[src/verilog/csi_pkg.sv]
// Shared types and constants for the CSI-2 byte-clock receive pipeline
// Referenced by scoped names from every stage and the bench
`default_nettype none

package csi_pkg;

    // CSI-2 data type codes
    localparam logic [5:0] DT_FRAME_START = 6'h00;
    localparam logic [5:0] DT_FRAME_END   = 6'h01;
    localparam logic [5:0] DT_RAW10       = 6'h2B;

    localparam int COORD_W = 11;
    localparam int SUM_W   = 24;
    localparam int COUNT_W = 20;

    // Parity masks over header bits 23:0, entry i gives ECC bit i
    localparam logic [5:0][23:0] ECC_MASK = {
        24'hEFFC00, 24'hDF03F0, 24'hB8E38E, 24'h749A6D, 24'hF2555B, 24'hF12CB7
    };

    typedef struct packed {
        logic [1:0] vc;
        logic [5:0] dt;
    } data_id_t;

    // Fields listed high to low, byte 0 of the lane lands in bits 7:0
    typedef struct packed {
        logic [7:0]  ecc;
        logic [15:0] word_count;
        data_id_t    data_id;
    } long_hdr_t;

    typedef struct packed {
        logic [7:0]  ecc;
        logic [15:0] data_field; // Frame number for FS/FE
        data_id_t    data_id;
    } short_hdr_t;

    typedef union packed {
        long_hdr_t  long_hdr;
        short_hdr_t short_hdr;
    } csi_header_u;

    typedef struct packed {
        logic [7:0] data;
        logic       valid;
    } lane_byte_t;

    typedef struct packed {
        logic [7:0] data;
        logic       valid;
        logic       last;
    } payload_byte_t;

    typedef struct packed {
        logic        frame_start;
        logic        frame_end;
        logic [15:0] frame_number;
    } frame_event_t;

    typedef struct packed {
        logic        pixel_valid;
        logic [9:0]  pixel;
        logic        line_end;
        logic        frame_start;
        logic        frame_end;
        logic [15:0] frame_number;
    } video_beat_t;

    typedef struct packed {
        logic [COORD_W-1:0] x_start;
        logic [COORD_W-1:0] x_end;
        logic [COORD_W-1:0] y_start;
        logic [COORD_W-1:0] y_end;
    } crop_window_t;

    typedef struct packed {
        logic [7:0] red;
        logic [7:0] green;
        logic [7:0] blue;
    } metering_t;

endpackage

`default_nettype wire

[src/verilog/csi_header_decoder.sv]
// Splits the lane byte stream into packets, checks header ECC, emits
// frame events and forwards RAW10 payload bytes with a last marker
`timescale 1ns/1ps
`default_nettype none

module csi_header_decoder (
    input  wire                        mipi_byte_clock,
    input  wire                        mipi_byte_reset_n,
    input  wire                        sync_i,
    input  csi_pkg::lane_byte_t        lane_i,
    output csi_pkg::payload_byte_t     payload_o,
    output csi_pkg::frame_event_t      frame_event_o,
    output logic                       ecc_error_o
);

    typedef enum logic [1:0] {
        S_IDLE,
        S_HEADER,
        S_PAYLOAD,
        S_CRC
    } state_e;

    state_e               state_q;
    logic [15:0]          count_q;  // Header index, payload left or CRC left
    logic                 raw_q;    // Current long packet is RAW10
    logic [23:0]          hdr_q;    // First three header bytes
    csi_pkg::csi_header_u hdr_w;
    logic [5:0]           ecc_calc;
    logic                 hdr_ok;
    logic                 is_long;
    logic [5:0]           dt_w;

    always_comb begin
        hdr_w = {lane_i.data, hdr_q};
        for (int i = 0; i < 6; i++) begin
            ecc_calc[i] = ^(hdr_q & csi_pkg::ECC_MASK[i]);
        end
        hdr_ok  = hdr_w.long_hdr.ecc == {2'b00, ecc_calc}; // Top two bits must be zero
        dt_w    = hdr_w.long_hdr.data_id.dt;
        is_long = dt_w[5:4] != 2'b00; // 0x00-0x0F are short packets
    end

    // Header bytes shift in from the top, byte 0 ends up lowest
    always_ff @(posedge mipi_byte_clock) begin
        if (state_q == S_HEADER && lane_i.valid && !sync_i) begin
            hdr_q <= {lane_i.data, hdr_q[23:8]};
        end
    end

    always_ff @(posedge mipi_byte_clock or negedge mipi_byte_reset_n) begin
        if (!mipi_byte_reset_n) begin
            state_q       <= S_IDLE;
            count_q       <= '0;
            raw_q         <= 1'b0;
            payload_o     <= '0;
            frame_event_o <= '0;
            ecc_error_o   <= 1'b0;
        end else begin
            payload_o.valid           <= 1'b0;
            payload_o.last            <= 1'b0;
            frame_event_o.frame_start <= 1'b0;
            frame_event_o.frame_end   <= 1'b0;
            ecc_error_o               <= 1'b0;

            if (sync_i) begin
                state_q <= S_HEADER; // SoT done, header follows
                count_q <= '0;
            end else if (lane_i.valid) begin
                case (state_q)
                    S_HEADER: begin
                        count_q <= count_q + 16'd1;
                        if (count_q == 16'd3) begin
                            if (!hdr_ok) begin
                                ecc_error_o <= 1'b1;
                                state_q     <= S_IDLE; // Drop until next sync
                            end else if (is_long) begin
                                raw_q <= dt_w == csi_pkg::DT_RAW10;
                                if (hdr_w.long_hdr.word_count == 16'd0) begin
                                    state_q <= S_CRC;
                                    count_q <= 16'd2;
                                end else begin
                                    state_q <= S_PAYLOAD;
                                    count_q <= hdr_w.long_hdr.word_count;
                                end
                            end else begin
                                if (dt_w == csi_pkg::DT_FRAME_START ||
                                    dt_w == csi_pkg::DT_FRAME_END) begin
                                    frame_event_o.frame_start  <=
                                        dt_w == csi_pkg::DT_FRAME_START;
                                    frame_event_o.frame_end    <=
                                        dt_w == csi_pkg::DT_FRAME_END;
                                    frame_event_o.frame_number <=
                                        hdr_w.short_hdr.data_field;
                                end
                                state_q <= S_IDLE;
                            end
                        end
                    end
                    S_PAYLOAD: begin
                        payload_o.valid <= raw_q; // Other long types vanish here
                        payload_o.data  <= lane_i.data;
                        payload_o.last  <= count_q == 16'd1;
                        count_q         <= count_q - 16'd1;
                        if (count_q == 16'd1) begin
                            state_q <= S_CRC;
                            count_q <= 16'd2;
                        end
                    end
                    S_CRC: begin
                        count_q <= count_q - 16'd1; // CRC is not checked
                        if (count_q == 16'd1) begin
                            state_q <= S_IDLE;
                        end
                    end
                    default: begin
                    end
                endcase
            end
        end
    end

endmodule

`default_nettype wire

[src/verilog/raw10_unpacker.sv]
// Unpacks RAW10 five-byte groups into 10-bit pixels and merges the
// frame start/end events into the same beat stream
`timescale 1ns/1ps
`default_nettype none

module raw10_unpacker (
    input  wire                        mipi_byte_clock,
    input  wire                        mipi_byte_reset_n,
    input  csi_pkg::payload_byte_t     payload_i,
    input  csi_pkg::frame_event_t      frame_event_i,
    output csi_pkg::video_beat_t       video_o
);

    logic [2:0]            byte_idx_q;
    logic [3:0][7:0]       msb_q;      // Bits 9:2 of pixels 0..3
    logic [2:0][9:0]       shift_q;    // Pixels 1..3 waiting to drain
    logic [1:0]            pend_q;
    logic                  last_q;     // Group closes the packet
    csi_pkg::frame_event_t slot_q;
    logic                  slot_full_q;
    logic                  group_done;
    logic                  new_event;

    assign group_done = payload_i.valid && byte_idx_q == 3'd4;
    assign new_event  = frame_event_i.frame_start || frame_event_i.frame_end;

    always_ff @(posedge mipi_byte_clock) begin
        if (payload_i.valid && byte_idx_q != 3'd4) begin
            msb_q[byte_idx_q[1:0]] <= payload_i.data;
        end
        if (group_done) begin
            shift_q <= {{msb_q[3], payload_i.data[7:6]},
                        {msb_q[2], payload_i.data[5:4]},
                        {msb_q[1], payload_i.data[3:2]}};
        end else if (pend_q != 2'd0) begin
            shift_q <= {10'd0, shift_q[2:1]};
        end
        if (new_event) begin
            slot_q <= frame_event_i;
        end
    end

    always_ff @(posedge mipi_byte_clock or negedge mipi_byte_reset_n) begin
        if (!mipi_byte_reset_n) begin
            byte_idx_q  <= '0;
            pend_q      <= '0;
            last_q      <= 1'b0;
            slot_full_q <= 1'b0;
            video_o     <= '0;
        end else begin
            video_o.pixel_valid <= 1'b0;
            video_o.line_end    <= 1'b0;
            video_o.frame_start <= 1'b0;
            video_o.frame_end   <= 1'b0;

            if (payload_i.valid) begin
                byte_idx_q <= (byte_idx_q == 3'd4 || payload_i.last) ? 3'd0 :
                              byte_idx_q + 3'd1;
            end

            if (group_done) begin
                // Pixel 0 goes straight out, the rest drain behind it
                video_o.pixel_valid <= 1'b1;
                video_o.pixel       <= {msb_q[0], payload_i.data[1:0]};
                pend_q              <= 2'd3;
                last_q              <= payload_i.last;
            end else if (pend_q != 2'd0) begin
                video_o.pixel_valid <= 1'b1;
                video_o.pixel       <= shift_q[0];
                video_o.line_end    <= last_q && pend_q == 2'd1;
                pend_q              <= pend_q - 2'd1;
            end else if (slot_full_q) begin
                video_o.frame_start  <= slot_q.frame_start; // Idle cycle, event out
                video_o.frame_end    <= slot_q.frame_end;
                video_o.frame_number <= slot_q.frame_number;
                slot_full_q          <= 1'b0;
            end

            if (new_event) begin
                slot_full_q <= 1'b1;
            end
        end
    end

endmodule

`default_nettype wire

[src/verilog/bayer_metering.sv]
// Passes the pixel stream through and averages the RGGB colour sites
// of each frame, result valid on meter_valid_o after the divider runs
`timescale 1ns/1ps
`default_nettype none

module bayer_metering (
    input  wire                        mipi_byte_clock,
    input  wire                        mipi_byte_reset_n,
    input  csi_pkg::video_beat_t       video_i,
    output csi_pkg::video_beat_t       video_o,
    output csi_pkg::metering_t         metering_o,
    output logic                       meter_valid_o
);

    localparam int SW = csi_pkg::SUM_W;
    localparam int CW = csi_pkg::COUNT_W;

    logic                x_odd_q;
    logic                y_odd_q;
    logic [1:0]          site;    // 0 red, 1 green, 2 blue
    logic [2:0][SW-1:0]  sum_q;
    logic [2:0][CW-1:0]  cnt_q;
    logic [2:0][SW-1:0]  lat_sum_q;
    logic [2:0][CW-1:0]  lat_cnt_q;
    logic                busy_q;
    logic [1:0]          colour_q;
    logic [4:0]          step_q;
    logic [SW-1:0]       quo_q;   // Dividend shifts out, quotient shifts in
    logic [CW-1:0]       rem_q;
    logic [1:0][7:0]     res_q;   // Red and green wait for blue
    logic [CW:0]         trial;
    logic [CW:0]         diff;
    logic                fits;
    logic [SW-1:0]       next_quo;
    logic [CW-1:0]       next_rem;
    logic [7:0]          sat;

    always_comb begin
        site     = y_odd_q ? (x_odd_q ? 2'd2 : 2'd1) : (x_odd_q ? 2'd1 : 2'd0);
        trial    = {rem_q, quo_q[SW-1]};
        diff     = trial - {1'b0, lat_cnt_q[colour_q]};
        fits     = trial >= {1'b0, lat_cnt_q[colour_q]};
        next_quo = {quo_q[SW-2:0], fits};
        next_rem = fits ? diff[CW-1:0] : trial[CW-1:0];
        if (lat_cnt_q[colour_q] == '0) begin
            sat = 8'd0; // Empty site
        end else if (next_quo > SW'(255)) begin
            sat = 8'd255;
        end else begin
            sat = next_quo[7:0];
        end
    end

    // Divider data path
    always_ff @(posedge mipi_byte_clock) begin
        if (video_i.frame_end) begin
            lat_sum_q <= sum_q;
            lat_cnt_q <= cnt_q;
            quo_q     <= sum_q[0];
            rem_q     <= '0;
        end else if (busy_q) begin
            if (step_q == 5'(SW - 1) && colour_q != 2'd2) begin
                quo_q <= lat_sum_q[colour_q + 2'd1]; // Next colour
                rem_q <= '0;
            end else begin
                quo_q <= next_quo;
                rem_q <= next_rem;
            end
        end
        if (busy_q && step_q == 5'(SW - 1) && colour_q != 2'd2) begin
            res_q[colour_q[0]] <= sat;
        end
    end

    always_ff @(posedge mipi_byte_clock or negedge mipi_byte_reset_n) begin
        if (!mipi_byte_reset_n) begin
            video_o       <= '0;
            x_odd_q       <= 1'b0;
            y_odd_q       <= 1'b0;
            sum_q         <= '0;
            cnt_q         <= '0;
            busy_q        <= 1'b0;
            colour_q      <= '0;
            step_q        <= '0;
            metering_o    <= '0;
            meter_valid_o <= 1'b0;
        end else begin
            video_o       <= video_i; // One cycle pass-through
            meter_valid_o <= 1'b0;

            if (video_i.frame_start) begin
                x_odd_q <= 1'b0;
                y_odd_q <= 1'b0;
                sum_q   <= '0;
                cnt_q   <= '0;
            end else if (video_i.pixel_valid) begin
                sum_q[site] <= sum_q[site] + SW'(video_i.pixel[9:2]);
                cnt_q[site] <= cnt_q[site] + CW'(1);
                x_odd_q     <= video_i.line_end ? 1'b0 : !x_odd_q;
                if (video_i.line_end) begin
                    y_odd_q <= !y_odd_q;
                end
            end

            if (video_i.frame_end) begin
                busy_q   <= 1'b1;
                colour_q <= 2'd0;
                step_q   <= '0;
            end else if (busy_q) begin
                step_q <= step_q + 5'd1;
                if (step_q == 5'(SW - 1)) begin
                    step_q   <= '0;
                    colour_q <= colour_q + 2'd1;
                    if (colour_q == 2'd2) begin
                        busy_q        <= 1'b0;
                        meter_valid_o <= 1'b1;
                        metering_o    <= {res_q[0], res_q[1], sat};
                    end
                end
            end
        end
    end

endmodule

`default_nettype wire

[src/verilog/pixel_crop.sv]
// Drops pixels outside the crop window, window latched at frame start
// line_end follows the last kept pixel of each window row
`timescale 1ns/1ps
`default_nettype none

module pixel_crop (
    input  wire                        mipi_byte_clock,
    input  wire                        mipi_byte_reset_n,
    input  csi_pkg::crop_window_t      window_i,
    input  csi_pkg::video_beat_t       video_i,
    output csi_pkg::video_beat_t       video_o
);

    logic [csi_pkg::COORD_W-1:0] x_q;
    logic [csi_pkg::COORD_W-1:0] y_q;
    logic [csi_pkg::COORD_W-1:0] x_last;
    csi_pkg::crop_window_t       win_q;
    logic                        x_in;
    logic                        y_in;
    logic                        keep;

    always_comb begin
        x_last = win_q.x_end - 1'b1;
        x_in   = x_q >= win_q.x_start && x_q < win_q.x_end;
        y_in   = y_q >= win_q.y_start && y_q < win_q.y_end;
        keep   = video_i.pixel_valid && x_in && y_in;
    end

    always_ff @(posedge mipi_byte_clock or negedge mipi_byte_reset_n) begin
        if (!mipi_byte_reset_n) begin
            x_q     <= '0;
            y_q     <= '0;
            win_q   <= '0;
            video_o <= '0;
        end else begin
            video_o.pixel_valid  <= keep;
            video_o.pixel        <= video_i.pixel;
            // Short lines end early on their own line_end
            video_o.line_end     <= keep && (video_i.line_end || x_q == x_last);
            video_o.frame_start  <= video_i.frame_start;
            video_o.frame_end    <= video_i.frame_end;
            video_o.frame_number <= video_i.frame_number;

            if (video_i.frame_start) begin
                x_q   <= '0;
                y_q   <= '0;
                win_q <= window_i;
            end else if (video_i.pixel_valid) begin
                if (video_i.line_end) begin
                    x_q <= '0;
                    y_q <= y_q + 1'b1;
                end else begin
                    x_q <= x_q + 1'b1;
                end
            end
        end
    end

endmodule

`default_nettype wire

[src/verilog/camera_rx.sv]
// Top level of the byte-clock receive path
// Decoder, RAW10 unpacker, metering and crop in one chain
`timescale 1ns/1ps
`default_nettype none

module camera_rx (
    input  wire                        mipi_byte_clock,
    input  wire                        mipi_byte_reset_n,
    input  wire                        sync_i,
    input  csi_pkg::lane_byte_t        lane_i,
    input  csi_pkg::crop_window_t      window_i,
    output csi_pkg::video_beat_t       video_o,
    output csi_pkg::metering_t         metering_o,
    output logic                       meter_valid_o,
    output logic                       ecc_error_o
);

    csi_pkg::payload_byte_t payload;
    csi_pkg::frame_event_t  frame_event;
    csi_pkg::video_beat_t   unpacked;
    csi_pkg::video_beat_t   metered;

    csi_header_decoder header_decoder (
        .mipi_byte_clock   (mipi_byte_clock),
        .mipi_byte_reset_n (mipi_byte_reset_n),
        .sync_i            (sync_i),
        .lane_i            (lane_i),
        .payload_o         (payload),
        .frame_event_o     (frame_event),
        .ecc_error_o       (ecc_error_o)
    );

    raw10_unpacker unpacker (
        .mipi_byte_clock   (mipi_byte_clock),
        .mipi_byte_reset_n (mipi_byte_reset_n),
        .payload_i         (payload),
        .frame_event_i     (frame_event),
        .video_o           (unpacked)
    );

    bayer_metering metering (
        .mipi_byte_clock   (mipi_byte_clock),
        .mipi_byte_reset_n (mipi_byte_reset_n),
        .video_i           (unpacked),
        .video_o           (metered),
        .metering_o        (metering_o),
        .meter_valid_o     (meter_valid_o)
    );

    pixel_crop crop (
        .mipi_byte_clock   (mipi_byte_clock),
        .mipi_byte_reset_n (mipi_byte_reset_n),
        .window_i          (window_i),
        .video_i           (metered),
        .video_o           (video_o)
    );

endmodule

`default_nettype wire

[config.mk]
export PLATFORM = sky130hd
export DESIGN_NAME = camera_rx
export DESIGN_NICKNAME = d
export VERILOG_FILES = /design/src/verilog/csi_pkg.sv /design/src/verilog/csi_header_decoder.sv /design/src/verilog/raw10_unpacker.sv /design/src/verilog/bayer_metering.sv /design/src/verilog/pixel_crop.sv /design/src/verilog/camera_rx.sv
export SDC_FILE = /design/constraint.sdc
export NUM_CORES = 1
export LEC_CHECK = 0
export BUFFER_PORTS_ARGS = -buffer_cell sky130_fd_sc_hd__buf_2
export CORE_UTILIZATION = 55
export CTS_CLUSTER_SIZE = 24
export DETAILED_ROUTE_END_ITERATION = 16
export GPL_TIMING_DRIVEN = 0
export PLACE_DENSITY = 0.84
export SLEW_MARGIN = 20
export SYNTH_ARGS = -nofsm -noshare
export SYNTH_HDL_FRONTEND = slang
export SYNTH_HIERARCHICAL = 1
export SYNTH_SLANG_ARGS = --single-unit
[constraint.sdc]
create_clock -name mipi_byte_clock -period 4.6 [get_ports mipi_byte_clock]
set_clock_uncertainty 0.2 [all_clocks]
set_input_delay 0.69 -clock mipi_byte_clock [delete_from_list [all_inputs] [get_ports mipi_byte_clock]]
set_output_delay 0.69 -clock mipi_byte_clock [all_outputs]
set_load 0.02 [all_outputs]
### After elaboration in Yosys (flattened, before gate mapping)

Cells that the tools add are included.

| storage, ports and cells | value |
|---|---|
| bits in registers | 674 |
| input port bits | 56 |
| output and inout bits | 56 |
| logic and storage cells | 284 |

| operators by class | value |
|---|---|
| $add $sub $neg | 12 |
| order comparisons | 14 |
| eq/ne operators | 20 |
| mux-type cells | 105 |
| bitwise operators | 5 |
| reductions and logical operators | 54 |

Operators by type and width:

| operator | number |
|---|---|
| $mux W18 | 9 |
| $mux W24 | 6 |
| $mux W72 | 2 |
| $reduce_xor A24 Y1 | 6 |
| $mux W60 | 2 |
| $mux W16 | 7 |
| $mux W20 | 5 |
| $bmux W24 S2 | 2 |
| $bmux W20 S2 | 2 |
| $mux W11 | 7 |
| $bwmux W72 | 1 |
| $bwmux W60 | 1 |
| $mux W30 | 2 |
| $demux W24 S2 | 1 |
| $pmux W16 S3 | 1 |
| $demux W20 S2 | 1 |
| $mux W2 | 17 |
| $bwmux W32 | 1 |
| $mux W8 | 4 |
| $add A24 B8 Y24 | 1 |
| $gt A24 B8 Y1 const B | 1 |
| $mux W1 | 24 |
| $add A11 B1 Y11 const B | 2 |
| $ge A11 B11 Y1 | 2 |
| 52 further kinds | 103 |

### Depth between registers and ports, before layout

| logic depth | value |
|---|---|
| depth in word-level cells | 9 |
| depth in mapped cells | 19 |
| depth with buffers taken out | 15 |

### Modules after synthesis

Netlist, hierarchy kept.

By module, submodules not included:

| module | instances | cells an instance | area each (um^2) | seq. area each (um^2) |
|---|---|---|---|---|
| bayer_metering | 1 | 1503 | 17335.4 | 10495.1 |
| pixel_crop | 1 | 476 | 4770.8 | 2402.3 |
| raw10_unpacker | 1 | 306 | 4703.3 | 3328.2 |
| csi_header_decoder | 1 | 432 | 4483.0 | 1921.8 |

### Worst setup path after synthesis

OpenSTA, ideal clock, no wires.

| timing path | value |
|---|---|
| path type | reg2reg |
| start point | register unpacker/video_o[16] (netlist bit) |
| end point | register metering.quo_q[0] (enable) |
| data arrival time | 4079 ps |
| data required time | 4021 ps |
| slack | -58 ps |
| cell stages (with the launch flop) | 4 |
| path buffers | 1 |
| period minus slack after synthesis | 4658 ps |
| path through | dfrtp_1 > nor2_1 > clkbuf_1 > inv_1 |

| on the way | value |
|---|---|
| longest elaborated chain between the ends | 1 |

Ends and longest elaborated chain:

| element | RTL line | text |
|---|---|---|
| start: declaration | raw10_unpacker.sv:11 | `output csi_pkg::video_beat_t video_o` |
| $reduce_bool A2 Y1 (no line) | n/a |  |
| end signal: assignment | bayer_metering.sv:59 | `quo_q <= sum_q[0];` |
| end signal: assignment | bayer_metering.sv:63 | `quo_q <= lat_sum_q[colour_q + 2'd1];` |
| end signal: assignment | bayer_metering.sv:66 | `quo_q <= next_quo;` |
| end: declaration | bayer_metering.sv:28 | `logic [SW-1:0] quo_q;` |

No other way between the ends.
A chain may end at the register's enable or synchronous reset.

### Final worst setup path

| timing path | value |
|---|---|
| start point | register metering.colour_q[0] |
| end point | register metering.quo_q[2], data pin |

| on the way | value |
|---|---|
| longest elaborated chain between the ends | 6 |
| elaborated cells on any way between the ends | 8 |

Ends and longest elaborated chain:

| element | RTL line | text |
|---|---|---|
| start: declaration | bayer_metering.sv:26 | `logic [1:0] colour_q;` |
| start signal: assignment | bayer_metering.sv:113 | `colour_q <= colour_q + 2'd1;` |
| $add A2 B1 Y2 | bayer_metering.sv:63 |  |
| $bmux W24 S2 | bayer_metering.sv:63 |  |
| $mux W24 (implied by the code) | bayer_metering.sv:63 |  |
| $mux W24 (*) | bayer_metering.sv:62 | `if (step_q == 5'(SW - 1) && colour_q != 2'd2) begin` |
| $mux W24 (*) | bayer_metering.sv:61 | `end else if (busy_q) begin` |
| $mux W24 (*) | bayer_metering.sv:56 | `if (video_i.frame_end) begin` |

Mark *: on every way between the ends. The rest lies on a longest branch, timed or not. The select of a mux whose other input is x is not followed.

==> run summary <==
Setup Crit Path Kind -> flip-flop to flip-flop
Pre-antenna DRT Iters -> 7
total CTS buffers -> 70
post-route cell area -> 35500 µm²
WL met3 -> 6700 µm
Placed Area -> 33000 µm²
post-route ant nets -> 0
Synth Area in Adders -> 0.0429
number of DRC markers in iteration 0 -> 2527
most frequent cells in the layout -> 383 x nand2_1, 377 x dfrtp_1, 276 x edfxtp_1
drt drc -> 0
async set or reset register ratio after synthesis -> 0.561
setup bufs post-CTS -> 0
io pins -> 112
DR top layer -> met4
main combinational cell family by area after synthesis -> compound AO/OA/AOI/OAI gates
global-route wire length before repair -> 124000 µm
Crit Path Max Fanout -> 10
Max-slew headroom -> 0.285
synthesis-to-finish area growth -> 13.4%
hold wc startpoint -> window_i[9]
Worst EP arrival -> 4.55 ns
unrepaired setup endpoints after global routing -> no
fin crit period -> 4.34 ns
Buffers on Ports -> 111
VDD IR max -> 239 µV
core box area -> 56300 µm²
Tot GR Track Use -> 0.276
clk root buf -> clkbuf_16
Compound-Gate Fraction of Synth Area -> 0.126
initial antenna violation count -> 0
Syn Area/Cell -> 11.5 µm²
register clock-pin slew on the reported worst setup and hold paths -> 0.06 ns
Die W -> 241 µm
Final Hold Fails -> 0
wire length on met1 -> 30800 µm
Post-Syn Instances -> 2717
Site Rows -> 87
fill count -> 4046
share of cells above drive strength 1 -> 0.128
Seq/Total Area, Yosys -> 0.580
worst setup path start -> metering/colour_q[0]
Post-synth EDFFs -> 276
Cell Area, Synth -> 31300 µm²
CP Launch Type -> flip-flop
post-DP HPWL -> 52900 µm
Reg2Reg Setup Slack -> 0.26 ns
final critical-path share of the clock period -> 0.943
Yosys cell types -> 94
worst hold-check path type -> input pin to flip-flop
clock sinks -> 674
commonest non-fill, non-tap cell in the layout -> nand2_1
# Max-Cap Violations -> 0
DP Worst Slack -> -0.254 ns
total number of vias -> 22800
fmax -> 0.231 GHz
via-per-instance ratio -> 6.14
Die Y -> 241 µm
Synth top area share -> 0.302
vias in the first global route -> 23000
mux cell area share after synthesis -> 0.0562
Final GP Congestion -> 0.921
final count of negative-setup-slack endpoints -> 0
reg2reg start -> metering/colour_q[0]
CTS tree -> built
total nets after synthesis -> 2879
initial core utilization -> 0.556
Post-Synth XOR/XNOR Area -> 0.0429
GRT overflow -> 0
largest cells by area after synthesis -> dfrtp_1 30%, edfxtp_1 26%, nand2_1 4.6%, ha_1 4.2%, o21ai_0 3.8%
#FFs+latches synth -> 674
post-synthesis simple-gate area fraction -> 0.117
Slew Limit Fails -> 0
largest net degree at the start of global routing -> 101
overall power -> 12.5 mW
dominant cell type by area after synthesis -> dfrtp_1
Synth Warn # -> 6
fin worst setup slack -> 0.264 ns
metal2 WL -> 38400 µm
status -> complete, no violations
die area -> 57900 µm²
setup TNS -> 0 ns
Leak -> 15.1 nW
CTS max path bufs -> 3
Synth Flop Type -> dfrtp_1
WL final -> 78400 µm
power per cell area -> 352 nW/µm²
WP data required -> 4.81 ns
Final nets -> 3066
detailed-route wire length per cell -> 21.1 µm
measured slew at the worst slew-check pin -> 1.07 ns
Hold Worst Slack -> 0.0915 ns
Worst-Skew Late Latency -> 0.61 ns
nature of the critical path endpoint -> flip-flop
htree depth -> 3
==> path summary, 6_finish.rpt <==
kind,to,cells past startpoint
setup / recovery,metering/quo_q[2],11
hold / removal,crop/win_q[9],3
setup reg to reg,metering/quo_q[2],11
hold reg to reg,crop/video_o[15],0
max in group asynchronous,metering/sum_q[63],4
min in group asynchronous,metering/step_q[4],2
==> state kept, by name, indices dropped and copies added (netlist names), 18 cells and up <==
name / count
metering/sum_q: 72
crop/win_q: 44
metering/lat_sum_q: 72
crop/video_o: 30
metering/cnt_q: 60
metering/quo_q: 24
unpacker/slot_q: 18
header_decoder/frame_event_o: 18
unpacker/msb_q: 32
metering/video_o: 30
metering/rem_q: 20
metering/metering_o: 24
header_decoder/hdr_q: 24
unpacker/shift_q: 30
metering/lat_cnt_q: 60
unpacker/video_o: 30
==> kinds of logic (layout without fill, tap and decap cells) <==
family,count (synthesis),count (layout)
muxes,169,169
and+or+nand+nor,761,761
other,0,1
AOI/OAI and AO/OA,617,617
buffers and inverters,259,503
adders and majority gates,106,106
DFF,674,674
xor gates and xnor gates,131,131
==> where the power goes <==
part / switching [mW] / leakage (nW) / internal, mW
sequential: 0.0256 / 7.79 / 6.24
combinational: 0.180 / 6.13 / 0.127
clock: 2.37 / 1.21 / 3.54
total: 2.58 / 15.1 / 9.91
==> stage by stage <==
step                      std cells  utilization
after floorplan                2717            -
after global placement         3584        0.583
after detailed placement       3591        0.586
after CTS                      3720        0.630
after global routing           3717        0.630
final                          3718        0.630
==> cells in the mapped netlist (all sizes together), types with 4 or more instances <==
library cell and number:
nand2 384, dfrtp 378, o21ai 286, edfxtp 276, mux2i 115, nor2 109, clkbuf 105, ha 104
inv 103, a21oi 81, xnor2 65, nand4 63, nand3 56, mux2 54, xor2 53, buf 49
o211ai 46, o2bb2ai 33, nor3 29, a22o 24, o31ai 23, and3 20, dfxtp 20, and2 19
a31oi 18, a21bo 17, a21o 15, a211oi 14, nor4 13, xnor3 13, nor2b 12, or3 11
a32oi 10, nor3b 8, o21a 7, or2 7, nand2b 6, o2111ai 6, and4 5, nand3b 5
a211o 4, o21bai 4
==> per-layer routing <==
metal	global-route usage	up-vias
met5	0	-
met1	0.355	11200
met3	0.0511	211
met2	0.459	1217
met4	0.114	0
li1	-	10200
==> what timing repair did <==
item / in CTS / in global routing
resized for setup: 7 / 6
hold buffers: 1 / 0
pin swaps: 0 / 1
endpoints found under the hold margin: 84 / 0
endpoints found under the setup margin: 38 / 62
==> area by class of cell <==
cell class | count | area [µm²] | share of cell area
multi-input cells | 1784 | 12100 | 0.340
diodes | 1 | 2.50 | 0.0000705
well taps | 756 | 946 | 0.0267
flip-flops and latches | 674 | 18200 | 0.512
clock buffers | 98 | 2090 | 0.0590
clock inverters | 31 | 349 | 0.00984
plain buffers | 150 | 724 | 0.0204
repair buffers | 119 | 748 | 0.0211
inverters | 105 | 395 | 0.0111
==> critical path, stage by stage, from the launching register on <==
cell	delay, ns
dfrtp_1	0.32
buf_2	0.21
clkbuf_1	0.47
clkinv_2	0.34
clkbuf_1	0.42
ha_1	0.73
nor2b_1	0.51
clkbuf_2	0.39
nand2_1	0.09
o211ai_1	0.11
o21ai_0	0.11
o21ai_0	0.24
(Power assumes the default switching activity.)
